===== config.mk =====
export PLATFORM = sky130hd
export DESIGN_NAME = uart_alu_top
export DESIGN_NICKNAME = d
export VERILOG_FILES = /design/src/hdl/alu_pkg.sv /design/src/hdl/uart_pkg.sv /design/src/hdl/alu.sv /design/src/hdl/alu_interface.sv /design/src/hdl/baud_rate_gen.sv /design/src/hdl/uart_alu_top.sv /design/src/hdl/uart_rx.sv /design/src/hdl/uart_tx.sv
export VERILOG_INCLUDE_DIRS = /design/src /design/src/hdl
export SDC_FILE = /design/constraint.sdc
export NUM_CORES = 1
export LEC_CHECK = 0
export BUFFER_PORTS_ARGS = -buffer_cell sky130_fd_sc_hd__buf_2
export CORE_MARGIN = 5
export CORE_UTILIZATION = 55
export CTS_BUF_LIST = sky130_fd_sc_hd__clkbuf_8
export CTS_CLUSTER_SIZE = 14
export DETAILED_ROUTE_END_ITERATION = 8
export HOLD_SLACK_MARGIN = 0.08
export PLACE_DENSITY = 0.71
export SYNTH_ARGS = -nofsm -noshare
export SYNTH_HDL_FRONTEND = slang
export SYNTH_SLANG_ARGS = --single-unit

===== constraint.sdc =====
create_clock -name clk -period 3.69 [get_ports clk]
set_input_delay 0.369 -clock clk [delete_from_list [all_inputs] [get_ports clk]]
set_output_delay 0.369 -clock clk [all_outputs]
set_load 0.005 [all_outputs]

===== src/hdl/uart_config.svh =====
`ifndef UART_CONFIG_SVH
`define UART_CONFIG_SVH

//////////////////////////////////////////////////
// serial frame format
//////////////////////////////////////////////////

// data bits per frame, lsb first on the line
`define NBIT_DATA 8

// oversampling ticks per bit
`define NUM_TICKS 16

//////////////////////////////////////////////////
// time base
//////////////////////////////////////////////////

// clk cycles per tick, so one bit = NUM_TICKS * TICK_DIVISOR clocks
`define TICK_DIVISOR 4

`endif


===== src/hdl/alu_pkg.sv =====
package alu_pkg;

	// alu operation codes, taken from the low 6 bits of the opcode byte
	typedef enum logic [5:0]
	{
		op_add = 6'b100000, // a + b
		op_sub = 6'b100010, // a - b
		op_and = 6'b100100, // bitwise and
		op_or  = 6'b100101, // bitwise or
		op_xor = 6'b100110, // bitwise xor
		op_nor = 6'b100111, // bitwise nor
		op_sra = 6'b000011, // arithmetic shift right
		op_srl = 6'b000010  // logical shift right
	} opcode_t;

endpackage


===== src/hdl/uart_pkg.sv =====
package uart_pkg;

	// receiver fsm
	typedef enum logic [1:0]
	{
		rx_st_idle  = 2'b00, // waiting for low on the line
		rx_st_start = 2'b01, // moving to mid start bit
		rx_st_data  = 2'b10, // shifting data bits in
		rx_st_stop  = 2'b11  // waiting out the stop bit
	} rx_state_t;

	// transmitter fsm
	typedef enum logic [1:0]
	{
		tx_st_idle  = 2'b00, // line held high
		tx_st_start = 2'b01, // driving the start bit
		tx_st_data  = 2'b10, // driving data bits
		tx_st_stop  = 2'b11  // driving the stop bit
	} tx_state_t;

endpackage


===== src/hdl/alu.sv =====
`timescale 1ns/10ps
`include "uart_config.svh"

module alu
(
	input  logic [`NBIT_DATA-1:0] operand_a,
	input  logic [`NBIT_DATA-1:0] operand_b,
	input  alu_pkg::opcode_t      opcode,
	output logic [`NBIT_DATA-1:0] result
);

	import alu_pkg::*;

	localparam int shamt_w = $clog2(`NBIT_DATA);

	logic [shamt_w-1:0] shamt; // low bits of b set the shift distance

	assign shamt = operand_b[shamt_w-1:0];

	always_comb
	begin
		case (opcode)
			op_add: result = operand_a + operand_b; // wraps modulo 256
			op_sub: result = operand_a - operand_b;
			op_and: result = operand_a & operand_b;
			op_or:  result = operand_a | operand_b;
			op_xor: result = operand_a ^ operand_b;
			op_nor: result = ~(operand_a | operand_b);
			op_sra: result = $unsigned($signed(operand_a) >>> shamt); // sign fill
			op_srl: result = operand_a >> shamt; // zero fill
			default: result = '0; // undefined opcode
		endcase
	end

endmodule


===== src/hdl/alu_interface.sv =====
`timescale 1ns/10ps
`include "uart_config.svh"

module alu_interface
(
	input  logic                  clk,
	input  logic                  reset,
	input  logic                  rx_done,
	input  logic [`NBIT_DATA-1:0] rx_data,
	input  logic                  tx_busy,
	input  logic [`NBIT_DATA-1:0] result,
	output logic [`NBIT_DATA-1:0] operand_a,
	output logic [`NBIT_DATA-1:0] operand_b,
	output alu_pkg::opcode_t      opcode,
	output logic                  tx_start,
	output logic [`NBIT_DATA-1:0] tx_data
);

	import alu_pkg::*;

	logic [1:0] byte_cnt;     // 0 = operand a, 1 = operand b, 2 = opcode
	logic       result_valid; // alu result settles this clk
	logic       tx_pending;   // result held, waiting for a free transmitter

	//////////////////////////////////////////////////
	// byte sequencing
	//////////////////////////////////////////////////

	always_ff @(posedge clk)
	begin
		if (reset)
		begin
			byte_cnt     <= 2'd0;
			result_valid <= 1'b0;
		end
		else
		begin
			result_valid <= 1'b0; // one clk strobe
			if (rx_done)
			begin
				if (byte_cnt == 2'd2)
				begin
					byte_cnt     <= 2'd0; // next byte opens a new triple
					result_valid <= 1'b1;
				end
				else
					byte_cnt <= byte_cnt + 1'b1;
			end
		end
	end

	// operand and opcode capture
	always_ff @(posedge clk)
	begin
		if (rx_done)
		begin
			case (byte_cnt)
				2'd0: operand_a <= rx_data;
				2'd1: operand_b <= rx_data;
				default: opcode <= opcode_t'(rx_data[5:0]); // upper bits ignored
			endcase
		end
	end

	//////////////////////////////////////////////////
	// result hand-off to the transmitter
	//////////////////////////////////////////////////

	always_ff @(posedge clk)
	begin
		if (reset)
		begin
			tx_start   <= 1'b0;
			tx_pending <= 1'b0;
		end
		else
		begin
			tx_start <= 1'b0; // single clk pulse
			if (result_valid)
			begin
				if (tx_busy)
					tx_pending <= 1'b1; // hold until the line frees up
				else
					tx_start <= 1'b1;
			end
			else if (tx_pending && !tx_busy)
			begin
				tx_start   <= 1'b1;
				tx_pending <= 1'b0;
			end
		end
	end

	// result register, stays put while pending
	always_ff @(posedge clk)
	begin
		if (result_valid)
			tx_data <= result;
	end

endmodule


===== src/hdl/baud_rate_gen.sv =====
`timescale 1ns/10ps
`include "uart_config.svh"

module baud_rate_gen
(
	input  logic clk,
	input  logic reset,
	output logic tick
);

	localparam int cnt_w = $clog2(`TICK_DIVISOR);
	localparam logic [cnt_w-1:0] cnt_last = cnt_w'(`TICK_DIVISOR - 1); // wrap value

	logic [cnt_w-1:0] cnt; // free-running divider

	always_ff @(posedge clk)
	begin
		if (reset)
		begin
			cnt  <= '0;
			tick <= 1'b0;
		end
		else
		begin
			tick <= (cnt == cnt_last); // one clk pulse at wrap
			if (cnt == cnt_last)
				cnt <= '0;
			else
				cnt <= cnt + 1'b1;
		end
	end

endmodule


===== src/hdl/uart_alu_top.sv =====
`timescale 1ns/10ps
`include "uart_config.svh"

module uart_alu_top
(
	input  logic clk,
	input  logic reset,
	input  logic rx,
	output logic tx
);

	import alu_pkg::*;

	logic                  tick;      // shared oversampling base
	logic                  rx_done;
	logic [`NBIT_DATA-1:0] rx_data;
	logic [`NBIT_DATA-1:0] operand_a;
	logic [`NBIT_DATA-1:0] operand_b;
	opcode_t               opcode;
	logic [`NBIT_DATA-1:0] result;
	logic                  tx_start;
	logic [`NBIT_DATA-1:0] tx_data;
	logic                  tx_busy;

	baud_rate_gen i_baud_rate_gen
	(
		.clk   (clk),
		.reset (reset),
		.tick  (tick)
	);

	uart_rx i_uart_rx
	(
		.clk     (clk),
		.reset   (reset),
		.tick    (tick),
		.rx      (rx),
		.rx_done (rx_done),
		.rx_data (rx_data)
	);

	alu_interface i_alu_interface
	(
		.clk       (clk),
		.reset     (reset),
		.rx_done   (rx_done),
		.rx_data   (rx_data),
		.tx_busy   (tx_busy),
		.result    (result),
		.operand_a (operand_a),
		.operand_b (operand_b),
		.opcode    (opcode),
		.tx_start  (tx_start),
		.tx_data   (tx_data)
	);

	alu i_alu
	(
		.operand_a (operand_a),
		.operand_b (operand_b),
		.opcode    (opcode),
		.result    (result)
	);

	uart_tx i_uart_tx
	(
		.clk      (clk),
		.reset    (reset),
		.tick     (tick),
		.tx_start (tx_start),
		.tx_data  (tx_data),
		.tx_busy  (tx_busy),
		.tx       (tx)
	);

endmodule


===== src/hdl/uart_rx.sv =====
`timescale 1ns/10ps
`include "uart_config.svh"

module uart_rx
(
	input  logic                  clk,
	input  logic                  reset,
	input  logic                  tick,
	input  logic                  rx,
	output logic                  rx_done,
	output logic [`NBIT_DATA-1:0] rx_data
);

	import uart_pkg::*;

	localparam int tick_w = $clog2(`NUM_TICKS);
	localparam int bit_w  = $clog2(`NBIT_DATA);
	localparam logic [tick_w-1:0] tick_half = tick_w'(`NUM_TICKS / 2 - 1); // mid start bit
	localparam logic [tick_w-1:0] tick_last = tick_w'(`NUM_TICKS - 1);     // one full bit
	localparam logic [bit_w-1:0]  bit_last  = bit_w'(`NBIT_DATA - 1);

	rx_state_t             state;
	logic [tick_w-1:0]     tick_cnt;  // ticks within the current bit
	logic [bit_w-1:0]      bit_cnt;   // data bits received so far
	logic [`NBIT_DATA-1:0] shift_reg; // assembling byte
	logic                  bit_end;   // tick that lands mid-bit

	assign bit_end = tick && (tick_cnt == tick_last);

	//////////////////////////////////////////////////
	// control fsm
	//////////////////////////////////////////////////

	always_ff @(posedge clk)
	begin
		if (reset)
		begin
			state    <= rx_st_idle;
			tick_cnt <= '0;
			bit_cnt  <= '0;
			rx_done  <= 1'b0;
		end
		else
		begin
			rx_done <= 1'b0; // single clk pulse
			if (tick)
			begin
				case (state)
					rx_st_idle:
					begin
						if (!rx) // start bit seen
						begin
							state    <= rx_st_start;
							tick_cnt <= '0;
						end
					end
					rx_st_start:
					begin
						if (tick_cnt == tick_half) // centered on start bit
						begin
							state    <= rx_st_data;
							tick_cnt <= '0;
							bit_cnt  <= '0;
						end
						else
							tick_cnt <= tick_cnt + 1'b1;
					end
					rx_st_data:
					begin
						if (tick_cnt == tick_last) // mid data bit
						begin
							tick_cnt <= '0;
							if (bit_cnt == bit_last)
								state <= rx_st_stop;
							else
								bit_cnt <= bit_cnt + 1'b1;
						end
						else
							tick_cnt <= tick_cnt + 1'b1;
					end
					rx_st_stop:
					begin
						if (tick_cnt == tick_last) // mid stop bit, level not checked
						begin
							state    <= rx_st_idle;
							tick_cnt <= '0;
							bit_cnt  <= '0;
							rx_done  <= 1'b1;
						end
						else
							tick_cnt <= tick_cnt + 1'b1;
					end
					default:
					begin
						state    <= rx_st_idle;
						tick_cnt <= '0;
						bit_cnt  <= '0;
					end
				endcase
			end
		end
	end

	//////////////////////////////////////////////////
	// data path
	//////////////////////////////////////////////////

	always_ff @(posedge clk)
	begin
		if (bit_end && state == rx_st_data)
			shift_reg <= {rx, shift_reg[`NBIT_DATA-1:1]}; // in from the top, lsb ends at bit 0
		if (bit_end && state == rx_st_stop)
			rx_data <= shift_reg; // held until the next frame completes
	end

endmodule


===== src/hdl/uart_tx.sv =====
`timescale 1ns/10ps
`include "uart_config.svh"

module uart_tx
(
	input  logic                  clk,
	input  logic                  reset,
	input  logic                  tick,
	input  logic                  tx_start,
	input  logic [`NBIT_DATA-1:0] tx_data,
	output logic                  tx_busy,
	output logic                  tx
);

	import uart_pkg::*;

	localparam int tick_w = $clog2(`NUM_TICKS);
	localparam int bit_w  = $clog2(`NBIT_DATA);
	localparam logic [tick_w-1:0] tick_last = tick_w'(`NUM_TICKS - 1); // end of one bit
	localparam logic [bit_w-1:0]  bit_last  = bit_w'(`NBIT_DATA - 1);

	tx_state_t             state;
	logic [tick_w-1:0]     tick_cnt;  // ticks within the current bit
	logic [bit_w-1:0]      bit_cnt;   // data bits sent so far
	logic [`NBIT_DATA-1:0] shift_reg; // outgoing byte, lsb at bit 0

	//////////////////////////////////////////////////
	// control fsm and line driver
	//////////////////////////////////////////////////

	always_ff @(posedge clk)
	begin
		if (reset)
		begin
			state    <= tx_st_idle;
			tick_cnt <= '0;
			bit_cnt  <= '0;
			tx_busy  <= 1'b0;
			tx       <= 1'b1; // line rests high
		end
		else
		begin
			case (state)
				tx_st_idle:
				begin
					if (tx_start)
					begin
						state    <= tx_st_start;
						tick_cnt <= '0;
						tx_busy  <= 1'b1;
						tx       <= 1'b0; // start bit
					end
				end
				tx_st_start:
				begin
					if (tick)
					begin
						if (tick_cnt == tick_last)
						begin
							state    <= tx_st_data;
							tick_cnt <= '0;
							bit_cnt  <= '0;
							tx       <= shift_reg[0]; // first data bit
						end
						else
							tick_cnt <= tick_cnt + 1'b1;
					end
				end
				tx_st_data:
				begin
					if (tick)
					begin
						if (tick_cnt == tick_last)
						begin
							tick_cnt <= '0;
							if (bit_cnt == bit_last)
							begin
								state <= tx_st_stop;
								tx    <= 1'b1; // stop bit
							end
							else
							begin
								bit_cnt <= bit_cnt + 1'b1;
								tx      <= shift_reg[1]; // next bit before the shift lands
							end
						end
						else
							tick_cnt <= tick_cnt + 1'b1;
					end
				end
				tx_st_stop:
				begin
					if (tick)
					begin
						if (tick_cnt == tick_last)
						begin
							state    <= tx_st_idle;
							tick_cnt <= '0;
							tx_busy  <= 1'b0; // frame complete
						end
						else
							tick_cnt <= tick_cnt + 1'b1;
					end
				end
				default:
				begin
					state   <= tx_st_idle;
					tx_busy <= 1'b0;
					tx      <= 1'b1;
				end
			endcase
		end
	end

	//////////////////////////////////////////////////
	// shift register
	//////////////////////////////////////////////////

	always_ff @(posedge clk)
	begin
		if (state == tx_st_idle && tx_start)
			shift_reg <= tx_data; // capture on the start strobe
		else if (state == tx_st_data && tick && tick_cnt == tick_last)
			shift_reg <= shift_reg >> 1; // advance one bit
	end

endmodule


==> impl_metrics.ini <==
[synthesis]
yosysMostFrequentCell = edfxtp_1
ys.flop_type = edfxtp_1
synth_top_area_cell = edfxtp_1
synth_top_area_share_pct = 35.1
synth.distinct_cells = 63
ys_ff_latch = 83
synth_area_leaders = edfxtp_1 (35%), dfxtp_1 (13%), ha_1 (11%)
synth_common_cells = edfxtp_1 (54), ha_1 (40), nor2_1 (36), inv_1 (33)
synthCells = 428
async_flop_share_pct = 0
synthesis.nets = 472
synth-edff-count = 54
synth_area_per_cell_um2 = 10.8
yosysWarnings = 0
ys_seq_area_share_pct = 47.7
mappedNetlistArea_um2 = 4620

[die]
fp-row-count = 33
die_w_um = 102
die_h_um = 102
die_area_um2 = 10300
start_util_pct = 56.2
io_pins = 4
core_um2 = 8220

[worst_hold_path]
holdCritPathClass = input pin to flip-flop
min-delay-start = rx
hold_path_depth = 1
hold_end = i_uart_rx.shift_reg[7]

[cells_and_area]
stdcell_count = 537
diodes = 0
fillers = 684
final_nets = 471
drive_gt1_share_pct = 10.2
fin_util_pct = 59.6
syn_to_final_growth_pct = 6.01

[clock_tree]
cts_resized = 0
htreeDepth = 3
hold_buffers = 0
clockRootBuffer = clkbuf_8
cts_setup_buffers = 0
cts_tree = built
cts_made_buffers = 9
clk-insertion-delay-late_ns = 0.35
clkTransAtPathRegs_ns = 0.09
cts_sinks = 83
cts_buffer_depth = 2

[drt]
wl_um = 8600
routed_via_density = 5.80
wl_per_cell_um = 16.0
firstDrtPassIters = 4
vias = 3117
ant_nets = 0
drc = 0
drt_iter0_markers = 237

[global_route]
grt_max_degree = 29
grt_overflow = 0
grtUsageTotal_pct = 18.5
grt_pass1_wl_um = 15000
grt_pass1_vias = 3074
antenna_found_initial = 0

[timing]
worstMarginPinSlew_ns = 1.30
fin_crit_sh_pct = 83.3
setup_violations = 0
fin_hold_ws_ns = 0.221
fmax_mhz = 325
finalWorstPathRequiredPeriod_ns = 3.07
final_max_slew_viol_count = 0
finClkSkew_ns = 0.0127
rsz0062_at_grt = no
fin_tns_setup_ns = 0
max-slew-margin-rel_pct = 12.5
finalHoldViolations = 0

[critical_path]
r2r_setup_slack_ns = 0.62
r2r_end = i_alu_interface.tx_data[7]
cp-start-kind = flip-flop
crit_top_cell = ha_1
critPathMaxStageDelay_ns = 0.67
rr_startpoint = i_alu_interface.operand_b[1]
crit_path_max_fanout = 14
ff2ff_path_depth = 10
endpoint_kind = flip-flop
cp.required_ns = 3.80
cp.arrival_ns = 3.18
criticalPathCategory = flip-flop to flip-flop
path_cells = inv_1, ha_1, nor2_1, xnor2_1, ha_1, nand2_1, o21ai_0, a21oi_1, and4_4, or3b_1
cp_slowest_cell = edfxtp_1

[pwr]
fin_total_pwr_uw = 1780
worst_ir_drop_vdd_uv = 275
powerDensity_nw_per_um2 = 363
p_leak_uw = 0.00190

[status]
status = finished, final reports clean

[place]
io_buffers = 3
routabilityCongestion = 0.884
place_inst = 521
hpwl_um = 6270

[run]
drv_cap = 0
-- critical path, delay by kind of cell (launching register included) --
kind                     cells  cell delay [ns]
flip-flops                   1             0.67
AND/OR/NAND/NOR              4             0.78
XOR/XNOR                     1             0.08
AO/OA/AOI/OAI                2             0.54
adder cells (fa/ha/maj)      2             0.60
buffers and inverters        1             0.16
-- routing by layer --
metal | vias up | global-route usage [%] | wire length (µm)
met4 | 0 | 6.13 | 114
li1 | 1558 | - | -
met2 | 63 | 30.4 | 4190
met3 | 11 | 3.72 | 360
met1 | 1485 | 24.5 | 3940
met5 | - | 0 | 0
-- stage by stage --
step | setup slack [ns] | instance area, µm²
after floorplan | 0.693 | 4620
after global routing | 0.466 | 4900
after CTS | 0.647 | 4900
final | 0.618 | 4900
after detailed placement | 0.654 | 4690
after global placement | 0.755 | 4690
-- report_power, final --
part	switching, µW	internal [µW]	leakage [µW]	total (µW)
Clock	333	352	0.000111	686
Sequential	9.53	986	0.000733	996
Combinational	61.4	37.2	0.00105	98.5
-- placed cells by master (no fill, tap or decap), types with 3 or more instances in the layout --
cell type  Yosys  layout
buf_2          2       3
mux2_2         8       8
nor2b_1        6       6
or3_1          3       3
a21oi_1       29      29
nand2_1       29      29
nand3_1        8       8
dfxtp_1       29      29
xor2_1         3       3
o21ai_0       20      20
nor3_1        10      10
mux4_2         5       5
o21a_1         3       3
nor2_1        36      36
o22ai_1        5       5
a31oi_1        4       4
a21o_1         5       5
a31o_2         3       3
mux2i_1       20      20
nor3b_1        3       3
a22oi_1        5       5
edfxtp_1      54      54
xnor2_1        6       6
inv_1         33      34
clkbuf_8       2      11
o221ai_1       3       3
ha_1          40      40
-- worst max-delay path by stage --
stage	slack, ns	cells past startpoint	from	to
3_5_place_dp	0.65	10	i_alu_interface.operand_b[1]	i_alu_interface.tx_data[7]
6_report	0.62	10	i_alu_interface.operand_b[1]	i_alu_interface.tx_data[7]
5_1_grt	0.47	10	i_alu_interface.operand_b[1]	i_alu_interface.tx_data[7]
3_3_place_gp	0.75	10	i_alu_interface.operand_b[1]	i_alu_interface.tx_data[7]
2_1_floorplan	0.69	11	i_alu_interface.operand_b[0]	i_alu_interface.tx_data[6]
4_1_cts	0.65	10	i_alu_interface.operand_b[1]	i_alu_interface.tx_data[7]
-- cell type report --
| type | count | area (µm²) | share of cell area, % |
|---|---|---|---|
| clock buffers | 11 | 151 | 3.09 |
| clock inverters | 5 | 60.1 | 1.23 |
| inverters | 34 | 128 | 2.61 |
| multi-input cells | 294 | 2190 | 44.8 |
| flip-flops and latches | 83 | 2200 | 45.0 |
| well taps | 105 | 131 | 2.68 |
| repair buffers | 5 | 30.0 | 0.613 |
-- cell families (layout without fill, tap and decap cells) --
logic type	Yosys count	in the layout	share of synthesized area, %
AOI/OAI and AO/OA	94	94	13.0
xor gates and xnor gates	9	9	1.71
adders and majority gates	41	41	11.3
buffers and inverters	51	55	4.82
DFF	83	83	47.7
muxes	33	33	8.72
and+or+nand+nor	117	117	12.8
No activity file was read; power rests on OpenSTA's default activity.
